[src/rv_pkg.sv]
package rv_pkg;

	localparam int XLEN = 32;

	// Major opcodes of the RV32IM base and M extension.
	localparam logic [6:0] r_type       = 7'b0110011;
	localparam logic [6:0] i_arith_type = 7'b0010011;
	localparam logic [6:0] i_ld_type    = 7'b0000011;
	localparam logic [6:0] i_jal_type   = 7'b1100111;
	localparam logic [6:0] s_type       = 7'b0100011;
	localparam logic [6:0] b_type       = 7'b1100011;
	localparam logic [6:0] j_type       = 7'b1101111;
	localparam logic [6:0] u_ld_type    = 7'b0110111;
	localparam logic [6:0] u_auipc_type = 7'b0010111;
	localparam logic [6:0] i_break_type = 7'b1110011;

	localparam logic [6:0] f7_base = 7'b0000000;
	localparam logic [6:0] f7_alt  = 7'b0100000;
	localparam logic [6:0] f7_mext = 7'b0000001;

	// Arithmetic funct3, shared by R-type and I-arith.
	localparam logic [2:0] f3_add  = 3'b000;
	localparam logic [2:0] f3_sll  = 3'b001;
	localparam logic [2:0] f3_slt  = 3'b010;
	localparam logic [2:0] f3_sltu = 3'b011;
	localparam logic [2:0] f3_xor  = 3'b100;
	localparam logic [2:0] f3_srl  = 3'b101;
	localparam logic [2:0] f3_or   = 3'b110;
	localparam logic [2:0] f3_and  = 3'b111;

	// M extension funct3, valid with f7_mext.
	localparam logic [2:0] f3_mul    = 3'b000;
	localparam logic [2:0] f3_mulh   = 3'b001;
	localparam logic [2:0] f3_mulhsu = 3'b010;
	localparam logic [2:0] f3_mulhu  = 3'b011;

	localparam logic [2:0] f3_beq  = 3'b000;
	localparam logic [2:0] f3_bne  = 3'b001;
	localparam logic [2:0] f3_blt  = 3'b100;
	localparam logic [2:0] f3_bge  = 3'b101;
	localparam logic [2:0] f3_bltu = 3'b110;
	localparam logic [2:0] f3_bgeu = 3'b111;

	localparam logic [4:0] alu_add    = 5'd0;
	localparam logic [4:0] alu_sub    = 5'd1;
	localparam logic [4:0] alu_xor    = 5'd2;
	localparam logic [4:0] alu_or     = 5'd3;
	localparam logic [4:0] alu_and    = 5'd4;
	localparam logic [4:0] alu_sll    = 5'd5;
	localparam logic [4:0] alu_srl    = 5'd6;
	localparam logic [4:0] alu_sra    = 5'd7;
	localparam logic [4:0] alu_slt    = 5'd8;
	localparam logic [4:0] alu_sltu   = 5'd9;
	localparam logic [4:0] alu_mul    = 5'd10;
	localparam logic [4:0] alu_mulh   = 5'd11;
	localparam logic [4:0] alu_mulhsu = 5'd12;
	localparam logic [4:0] alu_mulhu  = 5'd13;

	// Loads are {0, funct3} and stores {1, funct3}.
	localparam logic [3:0] mem_none = 4'b1111;

	// Conditional branches never use these two funct3 values.
	localparam logic [2:0] dont_branch = 3'b010;
	localparam logic [2:0] unc_branch  = 3'b011;

	localparam logic [1:0] sel_rs    = 2'd0;
	localparam logic [1:0] sel_imm   = 2'd1;
	localparam logic [1:0] sel_pc    = 2'd2;
	localparam logic [1:0] sel_const = 2'd3;

	localparam logic [2:0] f0 = 3'd0;
	localparam logic [2:0] f1 = 3'd1;
	localparam logic [2:0] f2 = 3'd2;

	localparam logic [4:0] zero_reg = 5'd0;

	typedef union packed {
		struct packed {
			logic [6:0] funct7;
			logic [4:0] rs2;
			logic [4:0] rs1;
			logic [2:0] funct3;
			logic [4:0] rd;
			logic [6:0] opcode;
		} r;
		struct packed {
			logic [11:0] imm12;
			logic [4:0]  rs1;
			logic [2:0]  funct3;
			logic [4:0]  rd;
			logic [6:0]  opcode;
		} i;
	} inst_word_u;

endpackage
[src/decode_top.sv]
`timescale 1ns/10ps

module decode_top #(
	parameter int XLEN = rv_pkg::XLEN
) (
	input  logic            clk,
	input  logic            rst_n,
	input  logic            in_valid,
	output logic            in_ready,
	input  logic [XLEN-1:0] in_pc,
	input  logic [31:0]     in_inst,
	output logic            out_valid,
	input  logic            out_ready,
	output logic [4:0]      rs1,
	output logic [4:0]      rs2,
	output logic [XLEN-1:0] pc,
	output logic [XLEN-1:0] imm,
	output logic [9:0]      mux_sel,
	output logic [3:0]      br_ctrl,
	output logic [4:0]      alu_func,
	output logic [3:0]      mem_cmd,
	output logic [4:0]      rd
);

	logic            if_id_valid;
	logic            if_id_ready;
	logic [XLEN-1:0] if_id_pc;
	logic [31:0]     if_id_inst;
	logic [4:0]      id_rs1;
	logic [4:0]      id_rs2;
	logic [XLEN-1:0] id_pc;
	logic [XLEN-1:0] id_imm;
	logic [9:0]      id_mux_sel;
	logic [3:0]      id_br_ctrl;
	logic [4:0]      id_alu_func;
	logic [3:0]      id_mem_cmd;
	logic            id_vld;
	logic [4:0]      id_rd;
	logic [4:0]      id_ex_rd;
	logic [4:0]      ex_mem_rd;

	if_id_reg #(.XLEN(XLEN)) u_if_id (
		.clk       (clk),
		.rst_n     (rst_n),
		.in_valid  (in_valid),
		.in_ready  (in_ready),
		.in_pc     (in_pc),
		.in_inst   (in_inst),
		.out_valid (if_id_valid),
		.out_ready (if_id_ready),
		.out_pc    (if_id_pc),
		.out_inst  (if_id_inst)
	);

	id_stage #(.XLEN(XLEN)) u_id (
		.if_id_pc    (if_id_pc),
		.if_id_inst  (if_id_inst),
		.if_id_valid (if_id_valid),
		.id_ex_rd    (id_ex_rd),
		.ex_mem_rd   (ex_mem_rd),
		.id_rs1      (id_rs1),
		.id_rs2      (id_rs2),
		.id_pc       (id_pc),
		.id_imm      (id_imm),
		.id_mux_sel  (id_mux_sel),
		.id_br_ctrl  (id_br_ctrl),
		.id_alu_func (id_alu_func),
		.id_mem_cmd  (id_mem_cmd),
		.id_vld      (id_vld),
		.id_rd       (id_rd)
	);

	id_ex_reg #(.XLEN(XLEN)) u_id_ex (
		.clk         (clk),
		.rst_n       (rst_n),
		.in_vld      (id_vld),
		.id_rs1      (id_rs1),
		.id_rs2      (id_rs2),
		.id_pc       (id_pc),
		.id_imm      (id_imm),
		.id_mux_sel  (id_mux_sel),
		.id_br_ctrl  (id_br_ctrl),
		.id_alu_func (id_alu_func),
		.id_mem_cmd  (id_mem_cmd),
		.id_rd       (id_rd),
		.if_id_ready (if_id_ready),
		.out_valid   (out_valid),
		.out_ready   (out_ready),
		.rs1         (rs1),
		.rs2         (rs2),
		.pc          (pc),
		.imm         (imm),
		.mux_sel     (mux_sel),
		.br_ctrl     (br_ctrl),
		.alu_func    (alu_func),
		.mem_cmd     (mem_cmd),
		.rd          (rd),
		.id_ex_rd    (id_ex_rd),
		.ex_mem_rd   (ex_mem_rd)
	);

endmodule

[src/id_ex_reg.sv]
`timescale 1ns/10ps

module id_ex_reg #(
	parameter int XLEN = rv_pkg::XLEN
) (
	input  logic            clk,
	input  logic            rst_n,
	input  logic            in_vld,
	input  logic [4:0]      id_rs1,
	input  logic [4:0]      id_rs2,
	input  logic [XLEN-1:0] id_pc,
	input  logic [XLEN-1:0] id_imm,
	input  logic [9:0]      id_mux_sel,
	input  logic [3:0]      id_br_ctrl,
	input  logic [4:0]      id_alu_func,
	input  logic [3:0]      id_mem_cmd,
	input  logic [4:0]      id_rd,
	output logic            if_id_ready,
	output logic            out_valid,
	input  logic            out_ready,
	output logic [4:0]      rs1,
	output logic [4:0]      rs2,
	output logic [XLEN-1:0] pc,
	output logic [XLEN-1:0] imm,
	output logic [9:0]      mux_sel,
	output logic [3:0]      br_ctrl,
	output logic [4:0]      alu_func,
	output logic [3:0]      mem_cmd,
	output logic [4:0]      rd,
	output logic [4:0]      id_ex_rd,
	output logic [4:0]      ex_mem_rd
);

	logic load;

	// Decode is always drained when this stage can move, so illegal words just vanish.
	assign if_id_ready = !out_valid || out_ready;
	assign load        = in_vld && if_id_ready;

	always_ff @(posedge clk or negedge rst_n) begin
		if (!rst_n) begin
			out_valid <= 1'b0;
			id_ex_rd  <= rv_pkg::zero_reg;
			ex_mem_rd <= rv_pkg::zero_reg;
		end else begin
			if (if_id_ready)
				out_valid <= in_vld;
			if (load) begin
				id_ex_rd  <= id_rd;
				ex_mem_rd <= id_ex_rd;
			end
		end
	end

	always_ff @(posedge clk) begin
		if (load) begin
			rs1      <= id_rs1;
			rs2      <= id_rs2;
			pc       <= id_pc;
			imm      <= id_imm;
			mux_sel  <= id_mux_sel;
			br_ctrl  <= id_br_ctrl;
			alu_func <= id_alu_func;
			mem_cmd  <= id_mem_cmd;
			rd       <= id_rd;
		end
	end

	no_issue_in_reset: assert property (@(posedge clk) !rst_n |-> !out_valid);

	hold_bundle: assert property (@(posedge clk) disable iff (!rst_n)
		out_valid && !out_ready |=> out_valid
			&& $stable({rs1, rs2, pc, imm, mux_sel, br_ctrl, alu_func, mem_cmd, rd}));

endmodule

[src/id_stage.sv]
`timescale 1ns/10ps

module id_stage #(
	parameter int XLEN = rv_pkg::XLEN
) (
	input  logic [XLEN-1:0] if_id_pc,
	input  logic [31:0]     if_id_inst,
	input  logic            if_id_valid,
	input  logic [4:0]      id_ex_rd,
	input  logic [4:0]      ex_mem_rd,
	output logic [4:0]      id_rs1,
	output logic [4:0]      id_rs2,
	output logic [XLEN-1:0] id_pc,
	output logic [XLEN-1:0] id_imm,
	output logic [9:0]      id_mux_sel,
	output logic [3:0]      id_br_ctrl,
	output logic [4:0]      id_alu_func,
	output logic [3:0]      id_mem_cmd,
	output logic            id_vld,
	output logic [4:0]      id_rd
);

	rv_pkg::inst_word_u w;

	logic [6:0] opcode;
	logic [6:0] funct7;
	logic [2:0] funct3;
	logic [1:0] opa_sel;
	logic [1:0] opb_sel;
	logic [2:0] fwd_rs1;
	logic [2:0] fwd_rs2;
	logic [2:0] br_low;

	logic signed [31:0] imm_i;
	logic signed [31:0] imm_s;
	logic signed [31:0] imm_b;
	logic signed [31:0] imm_j;
	logic signed [31:0] imm_u;

	// Closest producer wins; x0 is never forwarded.
	function automatic logic [2:0] fwd_sel(input logic [4:0] src, input logic [4:0] ex_rd,
		input logic [4:0] mem_rd);
		if (src == rv_pkg::zero_reg)
			return rv_pkg::f0;
		else if (src == ex_rd)
			return rv_pkg::f1;
		else if (src == mem_rd)
			return rv_pkg::f2;
		else
			return rv_pkg::f0;
	endfunction

	assign w      = if_id_inst;
	assign opcode = w.r.opcode;
	assign funct7 = w.r.funct7;
	assign funct3 = w.r.funct3;

	assign id_rs1 = w.r.rs1;
	assign id_rs2 = w.r.rs2;
	assign id_pc  = if_id_pc;

	assign imm_i = {{20{w.i.imm12[11]}}, w.i.imm12};
	assign imm_s = {{20{w.r.funct7[6]}}, w.r.funct7, w.r.rd};
	assign imm_b = {{20{w.r.funct7[6]}}, w.r.rd[0], w.r.funct7[5:0], w.r.rd[4:1], 1'b0};
	// J-type scatters its bits over the rs1, funct3 and imm12 fields.
	assign imm_j = {{12{w.i.imm12[11]}}, w.i.rs1, w.i.funct3, w.i.imm12[0],
		w.i.imm12[10:1], 1'b0};
	assign imm_u = {w.i.imm12, w.i.rs1, w.i.funct3, 12'b0};

	assign id_mux_sel = {opa_sel, opb_sel, fwd_rs1, fwd_rs2};
	assign id_br_ctrl = {opcode == rv_pkg::i_jal_type, br_low};

	always_comb begin
		id_vld     = if_id_valid;
		id_imm     = '0;
		id_rd      = w.r.rd;
		id_mem_cmd = rv_pkg::mem_none;
		opa_sel    = rv_pkg::sel_rs;
		opb_sel    = rv_pkg::sel_imm;
		br_low     = rv_pkg::dont_branch;

		case (opcode)
			rv_pkg::r_type: begin
				opb_sel = rv_pkg::sel_rs;
			end
			rv_pkg::i_arith_type: begin
				id_imm = XLEN'(imm_i);
			end
			rv_pkg::i_ld_type: begin
				id_imm     = XLEN'(imm_i);
				id_mem_cmd = {1'b0, funct3};
			end
			rv_pkg::i_jal_type: begin
				id_imm  = XLEN'(imm_i);
				opa_sel = rv_pkg::sel_pc;
				opb_sel = rv_pkg::sel_const;
				br_low  = rv_pkg::unc_branch;
			end
			rv_pkg::s_type: begin
				id_imm     = XLEN'(imm_s);
				id_rd      = rv_pkg::zero_reg;
				id_mem_cmd = {1'b1, funct3};
			end
			rv_pkg::b_type: begin
				id_imm  = XLEN'(imm_b);
				id_rd   = rv_pkg::zero_reg;
				opb_sel = rv_pkg::sel_rs;
				br_low  = funct3;
			end
			rv_pkg::j_type: begin
				id_imm  = XLEN'(imm_j);
				opa_sel = rv_pkg::sel_pc;
				opb_sel = rv_pkg::sel_const;
				br_low  = rv_pkg::unc_branch;
			end
			rv_pkg::u_ld_type: begin
				id_imm  = XLEN'(imm_u);
				opa_sel = rv_pkg::sel_const;
			end
			rv_pkg::u_auipc_type: begin
				id_imm  = XLEN'(imm_u);
				opa_sel = rv_pkg::sel_pc;
			end
			rv_pkg::i_break_type: begin
				id_rd   = rv_pkg::zero_reg;
				opa_sel = rv_pkg::sel_const;
				opb_sel = rv_pkg::sel_const;
			end
			default: begin
				id_vld  = 1'b0;
				id_rd   = rv_pkg::zero_reg;
				opa_sel = rv_pkg::sel_const;
				opb_sel = rv_pkg::sel_const;
			end
		endcase

		id_alu_func = rv_pkg::alu_add;
		case (opcode)
			rv_pkg::r_type: begin
				case ({funct7, funct3})
					{rv_pkg::f7_base, rv_pkg::f3_add}:    id_alu_func = rv_pkg::alu_add;
					{rv_pkg::f7_alt, rv_pkg::f3_add}:     id_alu_func = rv_pkg::alu_sub;
					{rv_pkg::f7_base, rv_pkg::f3_xor}:    id_alu_func = rv_pkg::alu_xor;
					{rv_pkg::f7_base, rv_pkg::f3_or}:     id_alu_func = rv_pkg::alu_or;
					{rv_pkg::f7_base, rv_pkg::f3_and}:    id_alu_func = rv_pkg::alu_and;
					{rv_pkg::f7_base, rv_pkg::f3_sll}:    id_alu_func = rv_pkg::alu_sll;
					{rv_pkg::f7_base, rv_pkg::f3_srl}:    id_alu_func = rv_pkg::alu_srl;
					{rv_pkg::f7_alt, rv_pkg::f3_srl}:     id_alu_func = rv_pkg::alu_sra;
					{rv_pkg::f7_base, rv_pkg::f3_slt}:    id_alu_func = rv_pkg::alu_slt;
					{rv_pkg::f7_base, rv_pkg::f3_sltu}:   id_alu_func = rv_pkg::alu_sltu;
					{rv_pkg::f7_mext, rv_pkg::f3_mul}:    id_alu_func = rv_pkg::alu_mul;
					{rv_pkg::f7_mext, rv_pkg::f3_mulh}:   id_alu_func = rv_pkg::alu_mulh;
					{rv_pkg::f7_mext, rv_pkg::f3_mulhsu}: id_alu_func = rv_pkg::alu_mulhsu;
					{rv_pkg::f7_mext, rv_pkg::f3_mulhu}:  id_alu_func = rv_pkg::alu_mulhu;
					default:                              id_vld = 1'b0;
				endcase
			end
			rv_pkg::i_arith_type: begin
				// Shift immediates carry funct7 in the upper imm12 bits.
				case (funct3)
					rv_pkg::f3_add:  id_alu_func = rv_pkg::alu_add;
					rv_pkg::f3_xor:  id_alu_func = rv_pkg::alu_xor;
					rv_pkg::f3_or:   id_alu_func = rv_pkg::alu_or;
					rv_pkg::f3_and:  id_alu_func = rv_pkg::alu_and;
					rv_pkg::f3_slt:  id_alu_func = rv_pkg::alu_slt;
					rv_pkg::f3_sltu: id_alu_func = rv_pkg::alu_sltu;
					rv_pkg::f3_sll: begin
						if (funct7 == rv_pkg::f7_base)
							id_alu_func = rv_pkg::alu_sll;
						else
							id_vld = 1'b0;
					end
					default: begin
						if (funct7 == rv_pkg::f7_base)
							id_alu_func = rv_pkg::alu_srl;
						else if (funct7 == rv_pkg::f7_alt)
							id_alu_func = rv_pkg::alu_sra;
						else
							id_vld = 1'b0;
					end
				endcase
			end
			rv_pkg::b_type: begin
				case (funct3)
					rv_pkg::f3_beq, rv_pkg::f3_bne:   id_alu_func = rv_pkg::alu_xor;
					rv_pkg::f3_blt, rv_pkg::f3_bge:   id_alu_func = rv_pkg::alu_slt;
					rv_pkg::f3_bltu, rv_pkg::f3_bgeu: id_alu_func = rv_pkg::alu_sltu;
					default:                          id_vld = 1'b0;
				endcase
			end
			default: begin
				id_alu_func = rv_pkg::alu_add;
			end
		endcase

		fwd_rs1 = fwd_sel(id_rs1, id_ex_rd, ex_mem_rd);
		fwd_rs2 = fwd_sel(id_rs2, id_ex_rd, ex_mem_rd);

		// Only loads and stores may reach the memory port.
		if (id_vld && opcode != rv_pkg::i_ld_type && opcode != rv_pkg::s_type)
			mem_quiet: assert (id_mem_cmd == rv_pkg::mem_none);
	end

endmodule

[src/if_id_reg.sv]
`timescale 1ns/10ps

module if_id_reg #(
	parameter int XLEN = rv_pkg::XLEN
) (
	input  logic            clk,
	input  logic            rst_n,
	input  logic            in_valid,
	output logic            in_ready,
	input  logic [XLEN-1:0] in_pc,
	input  logic [31:0]     in_inst,
	output logic            out_valid,
	input  logic            out_ready,
	output logic [XLEN-1:0] out_pc,
	output logic [31:0]     out_inst
);

	// The slot takes a new word when it is empty or is being drained this cycle.
	assign in_ready = !out_valid || out_ready;

	always_ff @(posedge clk or negedge rst_n) begin
		if (!rst_n) begin
			out_valid <= 1'b0;
		end else if (in_ready) begin
			out_valid <= in_valid;
		end
	end

	always_ff @(posedge clk) begin
		if (in_valid && in_ready) begin
			out_pc   <= in_pc;
			out_inst <= in_inst;
		end
	end

	// A stalled instruction must reach the decoder unchanged.
	hold_inst: assert property (@(posedge clk) disable iff (!rst_n)
		out_valid && !out_ready |=> out_valid && $stable(out_inst) && $stable(out_pc));

endmodule

[config.mk]
export PLATFORM = sky130hd
export DESIGN_NAME = decode_top
export DESIGN_NICKNAME = d
export VERILOG_FILES = /design/src/rv_pkg.sv /design/src/decode_top.sv /design/src/id_ex_reg.sv /design/src/id_stage.sv /design/src/if_id_reg.sv
export SDC_FILE = /design/constraint.sdc
export NUM_CORES = 1
export LEC_CHECK = 0
export BUFFER_PORTS_ARGS = -buffer_cell sky130_fd_sc_hd__clkbuf_2
export CAP_MARGIN = 20
export CORE_ASPECT_RATIO = 0.9
export CORE_MARGIN = 8
export CORE_UTILIZATION = 35
export DETAILED_ROUTE_END_ITERATION = 16
export PLACE_DENSITY_LB_ADDON = 0.3
export SLEW_MARGIN = 30
export SYNTH_ARGS = -nofsm -noshare
export SYNTH_HDL_FRONTEND = slang
export SYNTH_HIERARCHICAL = 1
export SYNTH_SLANG_ARGS = --single-unit
[constraint.sdc]
create_clock -name clk -period 10.2 [get_ports clk]
set_clock_uncertainty 0.15 [all_clocks]
set_input_delay 2.04 -clock clk [delete_from_list [all_inputs] [get_ports clk]]
set_output_delay 2.04 -clock clk [all_outputs]
set_load 0.02 [all_outputs]
Yosys cells after proc, flatten, opt, wreduce, memory -nomap -nowiden

Index checks and enable logic that the tools add are counted.

Word-level logic and storage cells: 107
Input port bits: 68
Flip-flop bits (word level): 176
Output and inout bits: 104

Reduce and logical (&&, ||, !) cells: 28
Equal/unequal tests: 35
Multiplexer cells: 25

Operators by type and width:

| operator                                                                | count |
|---|---|
| 32-bit case mux with 5 select lines                                     | 1 |
| 4-bit case mux with 13 select lines                                     | 1 |
| 10-bit by 3-bit equality test with 1-bit output (second input constant) | 4 |
| 10-bit by 4-bit equality test with 1-bit output (second input constant) | 4 |
| 5-bit case mux with 7 select lines                                      | 1 |
| 7-bit by 6-bit equality test with 1-bit output (second input constant)  | 4 |
| 7-bit equality test (second input constant)                             | 4 |
| 10-bit by 2-bit equality test with 1-bit output (second input constant) | 2 |
| 10-bit by 9-bit equality test with 1-bit output (second input constant) | 2 |
| 5-bit equality test                                                     | 4 |
| 2-bit OR reduction                                                      | 8 |
| 5-bit case mux with 3 select lines                                      | 1 |
| 7-bit by 5-bit equality test with 1-bit output (second input constant)  | 2 |
| 14-bit OR reduction                                                     | 1 |
| 3-bit equality test (second input constant)                             | 4 |
| 4-bit case mux with 3 select lines                                      | 1 |
| 6-bit OR reduction                                                      | 2 |
| 10-bit by 1-bit equality test with 1-bit output (second input constant) | 1 |
| 10-bit zero test                                                        | 1 |
| 5-bit zero test                                                         | 2 |
| 5-bit two-way mux                                                       | 2 |
| 10-bit OR reduction                                                     | 1 |
| 5-bit OR reduction                                                      | 2 |
| 1-bit two-way mux                                                       | 8 |
| 17 further kinds                                                        | 25 |

Depth between registers and ports, before layout

Gate-level depths: netlist of run 1.

Word-level depth: 8
Depth in mapped cells: 9
Depth with buffers taken out: 7

By module

Netlist of run 1, hierarchy kept.

By module, submodules not included:

| module    | area each (um2) | sequential area each (um2) | cells an instance | instances |
|---|---|---|---|---|
| id_ex_reg | 3,527.1         | 3,338.2                    | 128               | 1 |
| if_id_reg | 1,975.6         | 1,946.9                    | 68                | 1 |
| id_stage  | 1,637.8         | 0.0                        | 243               | 1 |

Worst setup path after synthesis of run 1

OpenSTA, ideal clock, no wires.

Path kind: input -> register
From: in out_ready
To: reg u_id_ex.alu_func[0], enable pin
Cell stages on the path: 4
Buffers on the path: 1
Setup slack: 5.230 ns
Arrival time: 4.364 ns
Cells stage by stage: nand2b_4 nand2_2 buf_6 inv_1

Longest elaborated chain between the ends: 2

Ends and longest elaborated chain:

| what                   | line             | text |
|---|---|---|
| start: declaration     | decode_top.sv:13 | `input logic out_ready,` |
| 1-bit logical OR       | id_ex_reg.sv:37  | `assign if_id_ready = !out_valid \|\| out_ready;` |
| 1-bit logical AND      | id_ex_reg.sv:38  | `assign load = in_vld && if_id_ready;` |
| named net u_id_ex.load | id_ex_reg.sv:34  | `logic load;` |
| end signal: assignment | id_ex_reg.sv:63  | `alu_func <= id_alu_func;` |
| end: declaration       | id_ex_reg.sv:27  | `output logic [4:0] alu_func,` |

The timed path passes the listed nets, and every way through them passes these cells.
A chain may end at the register's enable or synchronous reset.

Worst setup path after layout of run 1

From: in out_ready
To: out in_ready

Longest elaborated chain between the ends: 2

Ends and longest elaborated chain:

| what                  | line             | text |
|---|---|---|
| 1-bit logical OR      | id_ex_reg.sv:37  |  |
| named net if_id_ready | decode_top.sv:26 | `logic if_id_ready;` |
| 1-bit logical OR      | if_id_reg.sv:19  | `assign in_ready = !out_valid \|\| out_ready;` |
| end: declaration      | decode_top.sv:9  | `output logic in_ready,` |

The timed path passes the listed nets, and every way through them passes these cells.

==> Flow_metrics.wiki, run 1 <==
{| class="wikitable"
! Metric !! Value
|-
| Syn-to-layout area delta || 18.9%
|-
| Number of antenna repair diodes || 0
|-
| Post-synth top area cell || sky130_fd_sc_hd__edfxtp_1
|-
| Deepest level of the CTS H-tree || 4
|-
| Most frequent cell after synthesis || sky130_fd_sc_hd__edfxtp_1
|-
| Std-Cell Rows || 49
|-
| Highest cell delay on the worst timing path || 0.16 ns
|-
| Number of sinks on the clock net || 178
|-
| Number of enable flip-flop cells after synthesis || between 150 and 200
|-
| Launch point of the worst hold path || u_if_id/out_pc[17]$_DFFE_PP_
|-
| Cell count after synthesis || 439
|-
| Violation count after the first detailed-routing iteration || 297
|-
| Most instantiated cells after synthesis || 166 x sky130_fd_sc_hd__edfxtp_1, 45 x sky130_fd_sc_hd__buf_4, 21 x sky130_fd_sc_hd__a21o_1, 17 x sky130_fd_sc_hd__nor2_1, 13 x sky130_fd_sc_hd__xnor2_1
|-
| Final setup viols || 0
|-
| Sequential fraction of the synthesis area || 74.0%
|-
| Required @ worst endpoint || between 8 and 9 ns
|-
| Run status || finished, final reports clean
|-
| Max_cap viols || 0
|-
| Max FO, Critical Path || 3
|-
| Total GRT Usage || 12.8%
|-
| Die Wd || between 150 and 200 um
|-
| Mapped cell area || between 7000 and 8000 um^2
|-
| CTS Root Buffer Type || sky130_fd_sc_hd__clkbuf_16
|-
| Pin count of the biggest net entering global routing || 71
|-
| Worst setup path category || primary input to output port
|-
| Maximum clock frequency || 209 MHz
|-
| Initial Utilization || 35.7%
|-
| Final routed wire length divided by cell count || 18.9 um
|-
| Count of hold buffers inserted by post-cts repair || 0
|-
| Slew Limit Fails || 0
|-
| Worst voltage drop across the vdd grid || 0.0850 mV
|-
| Hold Path Sink || u_id_ex/pc[17]$_DFFE_PP_
|-
| Final net count || 641
|-
| Part of the power in combinational logic || 4.2%
|-
| Final critical-path share of the clock period || 46.8%
|-
| Async S/R FF share, synth || 6.74%
|-
| Final std cell area, no fill || 8490 um^2
|-
| Synth Register Bits || about 180
|-
| Xor and xnor fraction of the mapped netlist area || 2.21%
|-
| Avg Synthesized Cell Area || 16.3 um^2
|-
| Worst reg-to-reg path cell count || 8
|-
| Tightest slew margin relative to the limit || between 30% and 40%
|-
| Wire length of the first global-routing pass || 24300 um
|-
| Count of unique library cells instantiated by Yosys || 62
|-
| Count of nets left with antenna violations after detail routing || 0
|-
| Prevailing post-synth register cell || sky130_fd_sc_hd__edfxtp_1
|-
| Hold violation total from the final report || 0
|-
| Clock network fraction of total power || 40.7%
|-
| Sequential cell fraction of total power || 55.1%
|-
| Net switching fraction of the power || 23.2%
|-
| Worst hold path type || flop to flop
|-
| Crit end category || output port
|-
| Setup TNS after final layout || 0 ns
|-
| Clock slew seen by the registers of the worst setup and hold paths || 0.08 ns
|-
| Share of synthesized cell area in and, or, nand and nor gates || 8.34%
|-
| Pin slew with the least headroom to its limit || about 0.95 ns
|-
| Cell area after placement || 7920 um^2
|-
| Gr ovfl total || 0
|-
| Cell depth of the worst min-delay path || 0
|-
| Setup repair bufs after CTS || 0
|-
| Die Ht || between 150 and 200 um
|-
| Net switching component of the power || 355 uW
|-
| Critical-path top delay cell || sky130_fd_sc_hd__clkbuf_2
|-
| Core Area || approximately 20000 um^2
|-
| Post-synthesis mux area share || 2.05%
|-
| I/O pin count || about 170
|-
| Gpl congestion || 0.816
|-
| Power per cell area || roughly 180 nW/um^2
|-
| Fraction of layout instances using a drive strength above 1 || 39.7%
|-
| Clock tree from TritonCTS || built
|-
| Total detailed-routing wirelength || 15900 um
|-
| Critical path startpoint category || primary input
|-
| Synth top area share || 69.8%
|-
| RSZ-0062 raised after global routing || no
|-
| Crit-path cells || clkbuf_2 > nand2b_4 > nand2b_4 > clkbuf_2
|-
| Post-layout min period || between 4 and 5 ns
|-
| Number of antenna violations at the first check in global routing || 2
|-
| End-of-flow core utilization || 42.5%
|-
| Pre-Repair DR Iteration Count || 5
|-
| DR DRC count || 0
|-
| Internal power || 1170 uW
|-
| Post-cts resize count || 0
|-
| Clock Path Buffers || 2
|-
| Synthesized-area fraction occupied by ao, oa, aoi and oai cells || under 10%
|-
| Endpoint of the most critical register-to-register path || u_id_ex/imm[10]$_DFFE_PP_
|-
| Dominant combinational cell family by area after synthesis || simple AND/OR/NAND/NOR gates
|-
| Total via count in the routed design || 4010
|-
| Area of the die || approximately 25000 um^2
|-
| Detail-routed via count per cell || about 4.8
|-
| Data arrival time of the critical path || 2.58 ns
|-
| Via count of the first global-routing pass || 4205
|-
| Num CTS Buffers || 17
|-
| PortBufs || 171
|-
| P_leak || ~0.0035 uW
|-
| Yosys warnings || 6
|-
| Power, Total || 1530 uW
|-
| Synth top area cells || sky130_fd_sc_hd__edfxtp_1 70%, sky130_fd_sc_hd__buf_4 4.7%, sky130_fd_sc_hd__dfrtp_1 4.2%, sky130_fd_sc_hd__a21o_1 2.2%, sky130_fd_sc_hd__mux2_4 1.9%
|-
| Final HPWL DP || around 11000 um
|-
| Skew-Pair Late Insertion Delay || 0.43 ns
|-
| Post-synthesis adder-cell area fraction || 0%
|-
| Worst reg2reg startpoint || u_if_id/out_inst[3]$_DFFE_PP_
|-
| Setup slack of the most critical reg-to-reg path || 5.99 ns
|}
[cells in the final DEF (no fill, tap or decap), types with 6 or more instances in the layout]
cell type and instances:
sky130_fd_sc_hd__xnor2_1 13, sky130_fd_sc_hd__mux2_4 9, sky130_fd_sc_hd__clkbuf_2 171, sky130_fd_sc_hd__nand2_1 11, sky130_fd_sc_hd__a21o_1 21, sky130_fd_sc_hd__nor2_1 17
sky130_fd_sc_hd__and2_1 6, sky130_fd_sc_hd__inv_1 6, sky130_fd_sc_hd__nor3_1 11, sky130_fd_sc_hd__edfxtp_1 166, sky130_fd_sc_hd__clkbuf_16 17, sky130_fd_sc_hd__inv_8 8
sky130_fd_sc_hd__nor2b_1 7, sky130_fd_sc_hd__dfrtp_1 12, sky130_fd_sc_hd__a21oi_1 12
[power groups by stage]
stage	Sequential, uW	Clock, uW	Combinational (uW)
after floorplan	854	0	51.0
after global placement	858	0	62.8
after detailed placement	860	0	64.5
after CTS	843	647	64.9
after global routing	846	671	70.1
final	843	623	63.8
[how the worst max path moves through the flow]
stage	startpoint	end	slack (ns)
2_1_floorplan	out_ready	u_id_ex/alu_func[0]$_DFFE_PP_	5.23
3_3_place_gp	out_ready	in_ready	5.44
3_5_place_dp	out_ready	in_ready	5.43
4_1_cts	out_ready	in_ready	5.42
5_1_grt	out_ready	in_ready	5.41
6_report	out_ready	in_ready	5.43
[critical path, delay by kind of cell]
kind | cells | cell delay, ns
buffers and inverters | 2 | 0.25
and+or+nand+nor | 2 | 0.30
[flip-flops by register name, summed over array words and instances (netlist names), 10 cells and up]
register,flops
u_id_ex/imm,32
u_id_ex/pc,32
u_if_id/out_inst,32
u_if_id/out_pc,32
u_id_ex/mux_sel,10
[stage by stage]
| stage | worst slack [ns] | std cells | hold slack (ns) |
|---|---|---|---|
| floorplan | 5.23 | 441 | 0.340 |
| global placement | 5.44 | 808 | 0.250 |
| detailed placement | 5.43 | 808 | 0.256 |
| CTS | 5.42 | 839 | 0.267 |
| global route | 5.41 | 840 | 0.274 |
| finish | 5.43 | 840 | 0.267 |
[cell type report]
cell class / instances / area, um^2
Clock buffer: 17 / 425
Multi-Input combinational cell: 196 / 1420
Sequential cell: 178 / 5290
Tap cell: 255 / 319
Timing Repair Buffer: 173 / 871
Inverter: 7 / 28.8
Fill cell: 1839 / 11500
Clock inverter: 14 / 136
[per-layer routing]
layer	wire length (um)	track usage, %	up-vias
li1	-	-	1873
met3	1690	6.89	20
met5	27	0	-
met1	7130	15.8	1921
met2	6840	18.6	192
met4	185	4.50	4
[logic make-up after synthesis]
logic type      after synthesis
simple gates                 95
mux                          10
flops                       178
other cells                   1
xor+xnor                     18
compound gates               70
buf+inv                      67
(Power assumes the default switching activity.)
==> run 2: changes to the inputs <==
==> constraint.sdc (replaced) <==
create_clock -name clk -period 3.9 [get_ports clk]
set_clock_uncertainty 0.15 [all_clocks]
set_input_delay 0.78 -clock clk [delete_from_list [all_inputs] [get_ports clk]]
set_output_delay 0.78 -clock clk [all_outputs]
set_load 0.02 [all_outputs]
==> run 2 against run 1 <==
Against the previous run: power grew to 2.6 times the previous value; largest cell class unchanged; utilization grew 0.53 points; largest power group unchanged; sequential power grew to 2.6 times the previous value.
==> Flow_metrics.wiki, run 2 (synthesis results as in run 1) <==
{| class="wikitable"
! Metric !! Value
|-
| Wire length of the first global-routing pass || 24300 um (about the same)
|-
| Skew-Pair Late Insertion Delay || 0.42 ns (about the same)
|-
| Pin slew with the least headroom to its limit || 0.910 ns (-0.0407 ns)
|-
| Pin count of the biggest net entering global routing || 65 (-8.5%)
|-
| Crit end category || flop
|-
| Post-cts resize count || 0 (unchanged)
|-
| Hold violation total from the final report || 0 (unchanged)
|-
| Syn-to-layout area delta || 20.4%
|-
| Total via count in the routed design || 4033 (+0.57%)
|-
| Clock tree from TritonCTS || built
|-
| Area of the die || 25200 um^2 (unchanged)
|-
| Critical path origin || u_if_id/out_inst[30]$_DFFE_PP_
|-
| Detail-routed via count per cell || 4.77 (-0.14%)
|-
| Power per cell area || 470 nW/um^2 (+160%)
|-
| Die Wd || 167 um (unchanged)
|-
| Setup slack of the most critical reg-to-reg path || 0.47 ns (-5.52 ns)
|-
| Post-layout min period || 3.43 ns
|-
| Initial Utilization || 35.7% (unchanged)
|-
| Final net count || 648 (+1.1%)
|-
| Max FO, Critical Path || 18 (+15)
|-
| Final critical-path share of the clock period || 87.9%
|-
| Count of nets left with antenna violations after detail routing || 0 (unchanged)
|-
| Fraction of layout instances using a drive strength above 1 || 40.3% (+0.61 points)
|-
| I/O pin count || 172 (unchanged)
|-
| Number of sinks on the clock net || 178 (unchanged)
|-
| Setup repair bufs after CTS || 0 (unchanged)
|-
| Final setup viols || 0 (unchanged)
|-
| Total GRT Usage || 12.7% (-0.053 points)
|-
| Die Ht || 152 um (unchanged)
|-
| Required @ worst endpoint || 3.92 ns (-4.09 ns)
|-
| CP endpoint || u_id_ex/mux_sel[9]$_DFFE_PP_
|-
| Number of antenna violations at the first check in global routing || 3 (+1)
|-
| Total detailed-routing wirelength || 15900 um (about the same)
|-
| Final routed wire length divided by cell count || 18.7 um (-0.77%)
|-
| Gpl congestion || 0.808 (-0.97%)
|-
| Slew Limit Fails || 0 (unchanged)
|-
| Clock Path Buffers || 2 (unchanged)
|-
| Fillcell total || 1835 (-0.22%)
|-
| Core Area || 20000 um^2 (unchanged)
|-
| Maximum clock frequency || 292 MHz
|-
| Violation count after the first detailed-routing iteration || 297 (unchanged)
|-
| PortBufs || 171 (unchanged)
|-
| Count of hold buffers inserted by post-cts repair || 0 (unchanged)
|-
| Critical path startpoint category || flop
|-
| Number of standard cells in the layout, taps in and fillers out || 846 (+0.71%)
|-
| Tightest slew margin relative to the limit || 39.3% (+2.7 points)
|-
| Leading cell type in the layout, fill and taps excluded || sky130_fd_sc_hd__clkbuf_2
|-
| Deepest level of the CTS H-tree || 4 (unchanged)
|-
| Gr ovfl total || 0 (unchanged)
|-
| Endpoint of the most critical register-to-register path || u_id_ex/mux_sel[9]$_DFFE_PP_
|-
| Highest-count cells in the layout ignoring fill and taps || 171 x sky130_fd_sc_hd__clkbuf_2, 166 x sky130_fd_sc_hd__edfxtp_1, 21 x sky130_fd_sc_hd__a21o_1, 17 x sky130_fd_sc_hd__clkbuf_16, 17 x sky130_fd_sc_hd__nor2_1
|-
| Hold WS || 0.0729 ns (-0.194 ns)
|-
| RSZ-0062 raised after global routing || no
|-
| Run status || finished, final reports clean
|-
| P_leak || 0.00353 uW (+1.1%)
|-
| Clock slew seen by the registers of the worst setup and hold paths || 0.07 ns (about the same)
|-
| Number of antenna repair diodes || 0 (unchanged)
|-
| Final HPWL DP || 11500 um (+1.8%)
|-
| Cell count after placement || 816 (+0.99%)
|-
| Max_cap viols || 0 (unchanged)
|-
| Data arrival time of the critical path || 3.45 ns (+0.87 ns)
|-
| Via count of the first global-routing pass || 4249 (+1.0%)
|-
| Worst hold path type || primary input to async pin
|-
| Setup TNS after final layout || 0 ns (unchanged)
|-
| Worst reg2reg startpoint || u_if_id/out_inst[30]$_DFFE_PP_
|-
| Std-Cell Rows || 49 (unchanged)
|-
| CTS Root Buffer Type || sky130_fd_sc_hd__clkbuf_16
|-
| Worst reg-to-reg path cell count || 9 (+1)
|-
| DR DRC count || 0 (unchanged)
|-
| Worst voltage drop across the vdd grid || 0.273 mV (+220%)
|-
| Num CTS Buffers || 17 (unchanged)
|-
| Pre-Repair DR Iteration Count || 5 (unchanged)
|-
| Worst setup path category || flop to flop
|}
-- run 2: area by class of cell --
cell class / instances / area [um^2] / area share [%]
inverter: 7 / 30.0 / 0.349
sequential: 178 / 5290 / 61.5
timing repair buffer: 180 / 961 / 11.2
multi-input combinational: 196 / 1420 / 16.6
clock inverter: 13 / 150 / 1.75
clock buffer: 17 / 425 / 4.95
tap: 255 / 319 / 3.71
-- run 2: critical path, stage by stage (launching register included) --
cell	delay (ns)
sky130_fd_sc_hd__edfxtp_1	0.53
sky130_fd_sc_hd__buf_4	0.23
sky130_fd_sc_hd__nor4bb_1	0.08
sky130_fd_sc_hd__or4b_1	0.55
sky130_fd_sc_hd__a221oi_1	0.32
sky130_fd_sc_hd__a311o_1	0.16
sky130_fd_sc_hd__a31oi_1	0.12
sky130_fd_sc_hd__nand2_2	0.32
sky130_fd_sc_hd__clkinvlp_4	0.39
sky130_fd_sc_hd__buf_4	0.32
-- run 2: routing by layer --
metal	routed length (um)	vias to the layer above	global-route usage [%]
li1	-	1895	-
met1	7360	1929	16.5
met2	6710	188	18.1
met3	1650	15	6.42
met4	110	6	4.27
met5	30	-	0
-- run 2: how the worst min path moves through the flow --
stage | endpoint | slack [ns]
final | u_if_id/out_valid$_DFFE_PN0P_ | 0.07
after detailed placement | u_id_ex/pc[28]$_DFFE_PP_ | 0.25
after global placement | u_id_ex/pc[20]$_DFFE_PP_ | 0.25
after floorplan | u_id_ex/ex_mem_rd[0]$_DFFE_PN0P_ | 0.33
after CTS | u_id_ex/id_ex_rd[4]$_DFFE_PN0P_ | 0.05
after global routing | u_id_ex/out_valid$_DFFE_PN0P_ | 0.07
-- run 2: power by group --
group | internal [uW] | leakage (uW) | switching (uW)
registers | 2150 | 0.00178 | 48.0
clock network | 903 | 0.000277 | 763
logic | 77.7 | 0.00147 | 101
-- run 2: per-stage QoR --
step | util (%) | area (um^2) | setup WS, ns | power [uW]
after detailed placement | 40.1 | 8020 | 0.442 | 2420
after floorplan | - | 7150 | 0.00957 | 2370
after global placement | 40.1 | 8020 | 0.487 | 2420
final | 43.0 | 8590 | 0.471 | 4040
after global routing | 43.0 | 8590 | 0.182 | 4190
after CTS | 43.0 | 8590 | 0.426 | 4100
